File: src/neuron_consts.svh
`ifndef NEURON_CONSTS_SVH
`define NEURON_CONSTS_SVH

// Fixed-point format of v and u, Q8 millivolts
`define NEURON_FRAC 8

// Euler step of 1/16 ms as a right shift
`define IZH_DT_SHIFT 4

// Recovery time scale a = 1/64
`define IZH_A_SHIFT 6
// Recovery sensitivity b = 1/4
`define IZH_B_SHIFT 2

// Reset potential and recovery kick, Q8
`define IZH_C (-18'sd16640)
`define IZH_D (18'sd2048)
// Spike cutoff at +30 mV
`define IZH_VPEAK (18'sd7680)

// Start at rest
`define IZH_V_INIT `IZH_C
`define IZH_U_INIT (-18'sd3328)

// Noise LFSR start state, must be nonzero
`define NOISE_SEED 32'h1D87_2B41

`endif

File: src/neuron_pkg.sv
package neuron_pkg;

    //////////////////////////////////////////////////////////////////////
    // IEEE-754 single precision word
    //////////////////////////////////////////////////////////////////////

    // Field view of a float
    typedef struct packed {
        logic        sign;
        logic [7:0]  exp;
        logic [22:0] mant;
    } float_fields_t;

    // Same 32 bits, seen raw or decoded
    typedef union packed {
        logic [31:0]   bits;
        float_fields_t f;
    } float_word_t;

    //////////////////////////////////////////////////////////////////////
    // Motoneuron state and spike output
    //////////////////////////////////////////////////////////////////////

    // Membrane potential and recovery, both Q8 mV
    typedef struct packed {
        logic signed [17:0] v_mem;
        logic signed [17:0] u_rec;
    } neuron_state_t;

    // One-cycle spike pulse plus running spike id
    typedef struct packed {
        logic        spike;
        logic [15:0] spkid;
    } spike_out_t;

endpackage

File: src/current_mixer.sv
`timescale 1ns/1ps

module current_mixer (
    input  logic                    neuron_clk,
    input  logic                    reset_sim,
    input  neuron_pkg::float_word_t f_scaled,
    input  neuron_pkg::float_word_t f_noise,
    output logic signed [31:0]      i_current
);
    import neuron_pkg::*;

    //////////////////////////////////////////////////////////////////////
    // Noisy rate, float domain
    //////////////////////////////////////////////////////////////////////

    float_word_t mix_prod;

    // Rate times noise factor in [1,2)
    float_mult u_mult (
        .x       (f_scaled),
        .y       (f_noise),
        .product (mix_prod)
    );

    //////////////////////////////////////////////////////////////////////
    // Integer synaptic current
    //////////////////////////////////////////////////////////////////////

    logic signed [31:0] cur_floor;

    float_floor u_floor (
        .f_in  (mix_prod),
        .i_out (cur_floor)
    );

    // Second pipeline stage
    always_ff @(posedge neuron_clk or posedge reset_sim) begin
        if (reset_sim) begin
            i_current <= 32'sd0;
        end else begin
            i_current <= cur_floor;
        end
    end

endmodule

File: src/float_floor.sv
`timescale 1ns/1ps

module float_floor (
    input  neuron_pkg::float_word_t f_in,
    output logic signed [31:0]      i_out
);
    import neuron_pkg::*;

    float_fields_t fin;
    // Significand with hidden one
    logic [23:0]   sig;
    // Unbiased exponent, 0..30 in the normal range
    logic [4:0]    shamt;
    // Integer part in [54:23], fraction in [22:0]
    logic [54:0]   shifted;
    logic [31:0]   mag;
    logic          frac_nz;

    always_comb begin
        fin     = f_in.f;
        sig     = {1'b1, fin.mant};
        shamt   = 5'(fin.exp - 8'd127);
        shifted = {31'd0, sig} << shamt;
        mag     = shifted[54:23];
        frac_nz = |shifted[22:0];

        if (fin.exp == 8'd0) begin
            // Exponent zero reads as zero
            i_out = 32'sd0;
        end else if (fin.exp < 8'd127) begin
            // Magnitude below one
            i_out = fin.sign ? -32'sd1 : 32'sd0;
        end else if (fin.exp >= 8'd158) begin
            // 2^31 and up clips to the int32 limits
            i_out = fin.sign ? 32'sh8000_0000 : 32'sh7FFF_FFFF;
        end else if (fin.sign) begin
            // Negative with fraction rounds one further down
            i_out = -$signed(mag) - $signed({31'd0, frac_nz});
        end else begin
            i_out = $signed(mag);
        end
    end

endmodule

File: src/float_mult.sv
`timescale 1ns/1ps

module float_mult (
    input  neuron_pkg::float_word_t x,
    input  neuron_pkg::float_word_t y,
    output neuron_pkg::float_word_t product
);
    import neuron_pkg::*;

    // Significands with hidden one restored
    logic [23:0] sig_x;
    logic [23:0] sig_y;
    // Full 48-bit significand product
    logic [47:0] sig_prod;
    // Product in [2,4) needs one bit of normalisation
    logic        norm;
    logic [22:0] mant_res;
    // Biased exponent sum, wide enough for 255 + 255 + 1
    logic [9:0]  exp_sum;
    float_word_t res;

    always_comb begin
        sig_x    = {1'b1, x.f.mant};
        sig_y    = {1'b1, y.f.mant};
        sig_prod = sig_x * sig_y;
        norm     = sig_prod[47];

        // Drop the leading one, truncate the rest
        if (norm) begin
            mant_res = sig_prod[46:24];
        end else begin
            mant_res = sig_prod[45:23];
        end

        exp_sum = {2'b00, x.f.exp} + {2'b00, y.f.exp} + {9'd0, norm};

        res.bits = 32'd0;
        if (x.f.exp == 8'd0 || y.f.exp == 8'd0) begin
            // Zero operand
            res.bits = 32'd0;
        end else if (exp_sum <= 10'd127) begin
            // Underflow flushes to zero
            res.bits = 32'd0;
        end else begin
            res.f.sign = x.f.sign ^ y.f.sign;
            // Remove one bias; overflow simply wraps
            res.f.exp  = 8'(exp_sum - 10'd127);
            res.f.mant = mant_res;
        end
    end

    assign product = res;

endmodule

File: src/izneuron.sv
`timescale 1ns/1ps
`include "neuron_consts.svh"

module izneuron (
    input  logic                      neuron_clk,
    input  logic                      reset_sim,
    input  logic signed [31:0]        i_current,
    output neuron_pkg::spike_out_t    spike_info,
    output neuron_pkg::neuron_state_t state_out
);
    import neuron_pkg::*;

    // 140 mV/ms offset in Q8
    localparam logic signed [47:0] DV_CONST = 48'sd140 <<< `NEURON_FRAC;
    // Input current limit
    localparam logic signed [31:0] I_LIMIT  = 32'sd1000;
    // 18-bit signed range for v
    localparam logic signed [47:0] V_MAX    = 48'sd131071;
    localparam logic signed [47:0] V_MIN    = -48'sd131072;

    neuron_state_t state_q;
    neuron_state_t state_next;
    spike_out_t    spike_q;

    // Wide working copies
    logic signed [47:0] v_w;
    logic signed [47:0] u_w;
    logic signed [47:0] q_w;
    logic signed [47:0] quad_w;
    logic signed [31:0] i_clamp;
    logic signed [47:0] dv_w;
    logic signed [47:0] du_w;
    logic signed [47:0] v_new;
    logic signed [47:0] u_new;
    logic signed [17:0] v_sat;
    logic               fire;

    always_comb begin
        v_w = 48'(state_q.v_mem);
        u_w = 48'(state_q.u_rec);

        // 0.04 v^2 as v^2/32 + v^2/128, back to Q8
        q_w    = (v_w * v_w) >>> `NEURON_FRAC;
        quad_w = (q_w >>> 5) + (q_w >>> 7);

        // Clamp drive to +/-1000
        if (i_current > I_LIMIT) begin
            i_clamp = I_LIMIT;
        end else if (i_current < -I_LIMIT) begin
            i_clamp = -I_LIMIT;
        end else begin
            i_clamp = i_current;
        end

        dv_w = quad_w + (48'sd5 * v_w) + DV_CONST - u_w
             + (48'(i_clamp) <<< `NEURON_FRAC);
        // a (b v - u)
        du_w = ((v_w >>> `IZH_B_SHIFT) - u_w) >>> `IZH_A_SHIFT;

        // Forward Euler, dt = 1/16 ms
        v_new = v_w + (dv_w >>> `IZH_DT_SHIFT);
        u_new = u_w + (du_w >>> `IZH_DT_SHIFT);

        // Keep v inside 18 bits
        if (v_new > V_MAX) begin
            v_sat = 18'sh1FFFF;
        end else if (v_new < V_MIN) begin
            v_sat = 18'sh20000;
        end else begin
            v_sat = v_new[17:0];
        end

        fire = (v_sat >= `IZH_VPEAK);

        // After-spike reset of v, kick to u
        if (fire) begin
            state_next.v_mem = `IZH_C;
            state_next.u_rec = u_new[17:0] + `IZH_D;
        end else begin
            state_next.v_mem = v_sat;
            state_next.u_rec = u_new[17:0];
        end
    end

    always_ff @(posedge neuron_clk or posedge reset_sim) begin
        if (reset_sim) begin
            state_q.v_mem <= `IZH_V_INIT;
            state_q.u_rec <= `IZH_U_INIT;
            spike_q.spike <= 1'b0;
            spike_q.spkid <= 16'd0;
        end else begin
            state_q       <= state_next;
            spike_q.spike <= fire;
            // Id wraps at 16 bits
            if (fire) begin
                spike_q.spkid <= spike_q.spkid + 16'd1;
            end
        end
    end

    assign state_out  = state_q;
    assign spike_info = spike_q;

endmodule

File: src/lfsr_noise.sv
`timescale 1ns/1ps
`include "neuron_consts.svh"

module lfsr_noise (
    input  logic                    neuron_clk,
    input  logic                    reset_sim,
    output neuron_pkg::float_word_t f_noise
);
    import neuron_pkg::*;

    // LFSR start word
    localparam logic [31:0] SEED_WORD = `NOISE_SEED;

    logic [31:0] lfsr_q;
    logic [31:0] lfsr_next;
    logic        feedback;
    float_word_t noise_next;
    float_word_t noise_q;

    // Taps 32, 22, 2, 1 into bit 0
    assign feedback  = lfsr_q[31] ^ lfsr_q[21] ^ lfsr_q[1] ^ lfsr_q[0];
    assign lfsr_next = {lfsr_q[30:0], feedback};

    // Sign 0, exponent 127, low 20 mantissa bits random
    assign noise_next.bits = {12'h3F8, lfsr_next[19:0]};

    always_ff @(posedge neuron_clk or posedge reset_sim) begin
        if (reset_sim) begin
            lfsr_q       <= SEED_WORD;
            noise_q.bits <= {12'h3F8, SEED_WORD[19:0]};
        end else begin
            lfsr_q  <= lfsr_next;
            noise_q <= noise_next;
        end
    end

    assign f_noise = noise_q;

endmodule

File: src/neuron_pool.sv
`timescale 1ns/1ps

module neuron_pool (
    input  logic                      neuron_clk,
    input  logic                      reset_sim,
    input  neuron_pkg::float_word_t   f_rawfr_ia,
    input  neuron_pkg::float_word_t   f_pps_coef_ia,
    output neuron_pkg::spike_out_t    spike_info,
    output logic signed [31:0]        i_current,
    output neuron_pkg::neuron_state_t state_out,
    output neuron_pkg::float_word_t   f_noise
);
    import neuron_pkg::*;

    //////////////////////////////////////////////////////////////////////
    // Ia afferent side
    //////////////////////////////////////////////////////////////////////

    // Scaled Ia rate, one edge after the inputs
    float_word_t f_scaled;

    // Random gain in [1,2), also brought out for debug
    lfsr_noise u_noise (
        .neuron_clk (neuron_clk),
        .reset_sim  (reset_sim),
        .f_noise    (f_noise)
    );

    pps_scaler u_pps (
        .neuron_clk    (neuron_clk),
        .reset_sim     (reset_sim),
        .f_rawfr_ia    (f_rawfr_ia),
        .f_pps_coef_ia (f_pps_coef_ia),
        .f_scaled      (f_scaled)
    );

    // Integer current, two edges after the inputs
    current_mixer u_mixer (
        .neuron_clk (neuron_clk),
        .reset_sim  (reset_sim),
        .f_scaled   (f_scaled),
        .f_noise    (f_noise),
        .i_current  (i_current)
    );

    //////////////////////////////////////////////////////////////////////
    // Motoneuron
    //////////////////////////////////////////////////////////////////////

    izneuron u_mn (
        .neuron_clk (neuron_clk),
        .reset_sim  (reset_sim),
        .i_current  (i_current),
        .spike_info (spike_info),
        .state_out  (state_out)
    );

endmodule

File: src/pps_scaler.sv
`timescale 1ns/1ps

module pps_scaler (
    input  logic                    neuron_clk,
    input  logic                    reset_sim,
    input  neuron_pkg::float_word_t f_rawfr_ia,
    input  neuron_pkg::float_word_t f_pps_coef_ia,
    output neuron_pkg::float_word_t f_scaled
);
    import neuron_pkg::*;

    float_word_t prod;
    float_word_t scaled_q;

    // Presynaptic inhibition scales the raw Ia rate
    float_mult u_mult (
        .x       (f_rawfr_ia),
        .y       (f_pps_coef_ia),
        .product (prod)
    );

    // First pipeline stage of the afferent path
    always_ff @(posedge neuron_clk or posedge reset_sim) begin
        if (reset_sim) begin
            scaled_q.bits <= 32'd0;
        end else begin
            scaled_q <= prod;
        end
    end

    assign f_scaled = scaled_q;

endmodule

File: config.mk
export PLATFORM = sky130hd
export DESIGN_NAME = neuron_pool
export DESIGN_NICKNAME = d
export VERILOG_FILES = /design/src/neuron_pkg.sv /design/src/current_mixer.sv /design/src/float_floor.sv /design/src/float_mult.sv /design/src/izneuron.sv /design/src/lfsr_noise.sv /design/src/neuron_pool.sv /design/src/pps_scaler.sv
export VERILOG_INCLUDE_DIRS = /design/src
export SDC_FILE = /design/constraint.sdc
export NUM_CORES = 2
export LEC_CHECK = 0
export ABC_CLOCK_PERIOD_IN_PS = 37400
export BUFFER_PORTS_ARGS = -buffer_cell sky130_fd_sc_hd__buf_2
export CORE_ASPECT_RATIO = 1.5
export CORE_MARGIN = 2
export CORE_UTILIZATION = 30
export CTS_BUF_LIST = sky130_fd_sc_hd__clkbuf_4
export DETAILED_ROUTE_END_ITERATION = 6
export GPL_TIMING_DRIVEN = 1
export PLACE_DENSITY = 0.47
export SYNTH_ARGS = -nofsm -noshare
export SYNTH_HDL_FRONTEND = slang
export SYNTH_HIERARCHICAL = 1
export SYNTH_SLANG_ARGS = --single-unit
export TNS_END_PERCENT = 5
File: constraint.sdc
create_clock -name neuron_clk -period 37.4 [get_ports neuron_clk]
set_input_delay 0 -clock neuron_clk [delete_from_list [all_inputs] [get_ports neuron_clk]]
set_output_delay 0 -clock neuron_clk [all_outputs]
set_load 0.01 [all_outputs]
## Yosys cells after proc, flatten, opt, wreduce, memory -nomap -nowiden

Index checks and enable logic that the tools add are counted.

- Bits in registers: 169
- Logic and storage cells: 68
- Output and inout bits: 117

- Multiplexer cells: 17
- Bitwise logic cells: 4
- $mul: 4
- Add/sub/neg operators: 19
- Order comparisons: 9
- Reductions and logical operators: 6
- Shift operators: 1

Operators with widths:

| cell | count |
|---|---|
| $mux W32 | 12 |
| $mul A24 B24 Y48 | 2 |
| $shl A24 B5 Y55 | 1 |
| $add A48 B17 Y48 const B | 1 |
| $add A48 B40 Y48 | 1 |
| $add A48 B48 Y48 | 1 |
| $gt A48 B18 Y1 const B | 1 |
| $lt A48 B18 Y1 const B | 1 |
| $sub A48 B18 Y48 | 1 |
| $mux W23 | 2 |
| $add A18 B44 Y45 | 1 |
| $mul A18 B18 Y36 | 1 |
| $mux W18 | 2 |
| $mux W36 | 1 |
| $gt A32 B11 Y1 const B | 1 |
| $logic_not A8 Y1 | 4 |
| $lt A32 B11 Y1 const B | 1 |
| $neg A32 Y32 | 1 |
| $sub A32 B2 Y32 | 1 |
| $add A23 B21 Y24 | 1 |
| $reduce_or A23 Y1 | 1 |
| $mul A4 B18 Y22 const A | 1 |
| $add A9 B1 Y10 | 2 |
| $le A10 B7 Y1 const B | 2 |
| other kinds (13) | 17 |

## Depth between registers and ports, before layout

- Depth in word-level cells: 13
- Mapped depth: 68

## Modules after synthesis

Netlist, hierarchy kept.

By module, submodules not included:

| module | instances | seq. area each (sq um) | cells each | area an instance (sq um) |
|---|---|---|---|---|
| izneuron | 1 | 1347.5 | 2559 | 22446.5 |
| float_mult (u_mixer.u_mult) | 1 | 0.0 | 2232 | 19224.7 |
| float_mult (u_pps.u_mult) | 1 | 0.0 | 2209 | 19082.1 |
| float_floor | 1 | 0.0 | 640 | 4340.4 |
| lfsr_noise | 1 | 818.3 | 70 | 1096.1 |
| current_mixer | 1 | 800.8 | 33 | 804.5 |
| pps_scaler | 1 | 800.8 | 33 | 804.5 |

## Least setup slack after synthesis

OpenSTA, ideal clock, no wires.

- Kind: register to register
- Start point: register, netlist name u_noise/lfsr_q[17]
- End point: register u_mixer.i_current[29]
- Stages on the path, launching flop included: 65
- Clock period less this slack: 13.807 ns
- Slack: 23.593 ns
- Buffers on the path: 9
- Data arrival time: 13.660 ns
- Setup time: 0.147 ns
- Cells stage by stage: dfstp_2 > buf_4 > clkbuf_1 > nand2_1 > fa_1 > inv_1 > fa_1 > inv_1 > fa_1 > inv_1 > fa_1 > fa_1 > fa_1 > inv_1 > fa_1 > inv_1 > ha_1 > nand4_2 > (+29 left out) > nor2b_1 > nand4b_1 > nor4_1 > nand4b_1 > a21oi_1 > ha_1 > ha_1 > inv_1 > ha_1 > o21bai_1 > a21oi_1 > o21ai_1 > a31o_2 > a21oi_2 > a211oi_1 > nor2_1 > a211oi_1 > o221ai_1

RTL lines:

| element | RTL line | text |
|---|---|---|
| end signal, assigned | current_mixer.sv:41 | `i_current <= cur_floor;` |
| end, declared | current_mixer.sv:8 | `output logic signed [31:0] i_current` |

==> results.cfg <==
[route]
drtIter0Drc = 2299
routed-via-count = 52200
routed_wirelength_um = 226000
route.detailed.wl_per_inst_um = 21.0
drt_drc_violations_left = 0
detail_route.first_pass.iterations = 5
final_antenna_net_count = 0
vias_per_cell = 4.85

[worst_setup_path]
timing.critical_path.arrival_ps = 16640
crit_path_max_fanout = 20
crit_top_cell = inv_1
worstSetupPathType = flip-flop to flip-flop
critical-path-max-stage-delay_ps = 1080
data_required_critical_path_ps = 38140
critical_path.slowest_cell = dfrtp_1
cp-end-kind = flip-flop
critPathLaunchType = flip-flop

[grt]
track_usage = 0.200
grt_first_pass_wirelength_um = 348000
grt_remaining_overflow = 0
antenna_violations_before_repair = 10
grt_pass1_vias = 58700
pin_count_of_the_biggest_net_entering_global_routing = 54

[sta]
hold_viol_final = 0
upper_clock_frequency_limit_mhz = 62.9
max_slew.worst_pin.slew_ps = 1220
setup_repair_after_global_routing_missed_its_margin = no
timing.final.crit_share = 0.425
whs_ps = 91.9
max_clock_skew_ps = 66.0
fin_setup_tns_ps = 0
finalCriticalPeriod_ps = 15900
final_max_slew_viol_count = 0
setup-violations-final = 0
rel_slew_slack = 0.184

[layout]
mostFrequentLayoutCells = inv_1 (1835), fa_1 (1375), nand2_1 (887), ha_1 (691), and2_1 (484)
layout.cells.most_common = inv_1
finish.net_count = 9881
layout_overhead_on_the_synthesized_area_pct = 6.39
drive_gt1_frac = 0.0544
fill_cells = 24000
finalInstanceArea_sq_um = 72100

[floorplan]
chipHeight_um = 586
fp-row-count = 213
placeableCoreArea_sq_um = 225000
initial_utilization = 0.302
die_area_sq_um = 230000
ios = 183
die_width_um = 392

[place]
place_congestion = 0.886
placedInstanceArea_sq_um = 71500
io_buffers = 170
post-dp-hpwl_um = 179000

[yosys]
syn_area_sq_um = 67800
synth-edff-count = 0
synth.distinct_cells = 124
dominantRegCellSynth = dfrtp_1
yosys_warnings = 6
postSynthRegisterBits = 149
yosysSeqAreaShare = 0.0556
synth_async_sr_flop_share = 1.00
postSynthAreaPerCell_sq_um = 8.72
post_synth_inst_count = 7776

[clocking]
cts_root_buf = clkbuf_4
worst_skew_pair.late_latency_ps = 850
reg_clk_slew_reported_paths_ps = 170
h_tree_depth = 4
clock_tree_from_tritoncts = yes
numCtsBuffers = 25
numClockSinks = 149
cts_post_setup_buffers_inserted = 0
clockBufferDepth = 3

[min_path]
min_path_type = input port to asynchronous set/reset pin

[flow_run]
max_cap_violations = 0

[run_status]
run_status = finished clean
## worst max-delay path, delay by kind of cell, from the launching register on
| kind | cells | cell delay (ps) |
|---|---|---|
| fa+ha+maj | 13 | 6040 |
| compound gates | 16 | 4180 |
| simple gates | 11 | 2510 |
| buf+inv | 11 | 1390 |
| flops | 1 | 1080 |
| xor+xnor | 2 | 550 |
## path summary, 6_finish.rpt
| path | from | end | slack [ps] | cells after the start |
|---|---|---|---|---|
| worst max register to register | u_mn/state_out[19]$_DFF_PP0_ | u_mn/state_out[25]$_DFF_PP0_ | 21500 | 53 |
| max in group asynchronous | reset_sim | u_pps/f_scaled[10]$_DFF_PP0_ | 35950 | 5 |
| min in group neuron_clk | f_pps_coef_ia[23] | u_pps/f_scaled[24]$_DFF_PP0_ | 290 | 8 |
| worst max-delay path | u_mn/state_out[19]$_DFF_PP0_ | u_mn/state_out[25]$_DFF_PP0_ | 21500 | 53 |
| worst min register to register | u_noise/lfsr_q[27]$_DFF_PP1_ | u_noise/lfsr_q[28]$_DFF_PP1_ | 360 | 0 |
| worst min-delay path | reset_sim | u_mn/state_out[10]$_DFF_PP0_ | 90 | 4 |
## metal layers
metal	part of all wire	GRT usage
met1	0.36	0.211
met2	0.54	0.385
met3	0.038	0.0216
met4	0.062	0.108
met5	0.00018	0
## flip-flops by register name, indices dropped and copies added (netlist names)
register           count
u_mixer/i_current     32
u_mn/spike_info       17
u_mn/state_out        36
u_noise/lfsr_q        32
u_pps/f_scaled        32
## repair_timing
action                    CTS  global route
resized for setup           0             0
hold buffers               35             0
hold endpoints to repair  181             0
## cell usage after synthesis, drive strengths merged, types with 21 or more instances
| master | instances | area [sq um] |
|---|---|---|
| nand3 | 100 | 541 |
| o21ai | 164 | 843 |
| xor2 | 84 | 743 |
| nor4 | 32 | 236 |
| nand2b | 27 | 169 |
| dfstp | 31 | 815 |
| buf | 81 | 563 |
| a31oi | 29 | 188 |
| nor2b | 21 | 131 |
| fa | 1375 | 27500 |
| mux2i | 45 | 450 |
| and3 | 36 | 225 |
| and2 | 484 | 3030 |
| nand2 | 887 | 3330 |
| nor3 | 80 | 420 |
| inv | 1839 | 6900 |
| dfrtp | 118 | 2950 |
| xnor2 | 146 | 1310 |
| nand4 | 59 | 382 |
| o21bai | 26 | 199 |
| a21o | 99 | 744 |
| nor2 | 412 | 1560 |
| clkbuf | 258 | 971 |
| a211oi | 33 | 258 |
| o21a | 43 | 330 |
| ha | 691 | 8650 |
| a21oi | 279 | 1460 |
## through the flow
step / cells / util / worst slack (ps)
floorplan: 7786 / - / 23590
global placement: 10700 / 0.318 / 21630
detailed placement: 10700 / 0.318 / 21490
CTS: 10800 / 0.321 / 21390
global route: 10800 / 0.321 / 20420
finish: 10800 / 0.321 / 21500
## cell type report
type	instances	area, sq um	share of cell area
timing repair buffer	275	1730	0.0239
tap	3010	3770	0.0522
clock buffer	26	195	0.00271
clock inverter	7	61.3	0.000850
sequential	149	3770	0.0522
inverter	1844	6920	0.0960
antenna	8	20.0	0.000278
multi-input combinational	5454	55700	0.772
## logic make-up after synthesis
family | count (synthesis) | synth area share
buf+inv | 2183 | 0.125
flops | 149 | 0.0556
mux | 76 | 0.0150
fa+ha+maj | 2066 | 0.534
xor+xnor | 231 | 0.0305
simple gates | 2208 | 0.156
compound gates | 861 | 0.0846
other cells | 2 | 0.000111
Power is left out: the tool's default activity adds up to more than one toggle a clock period on the data nets, which glitch-free logic cannot reach.
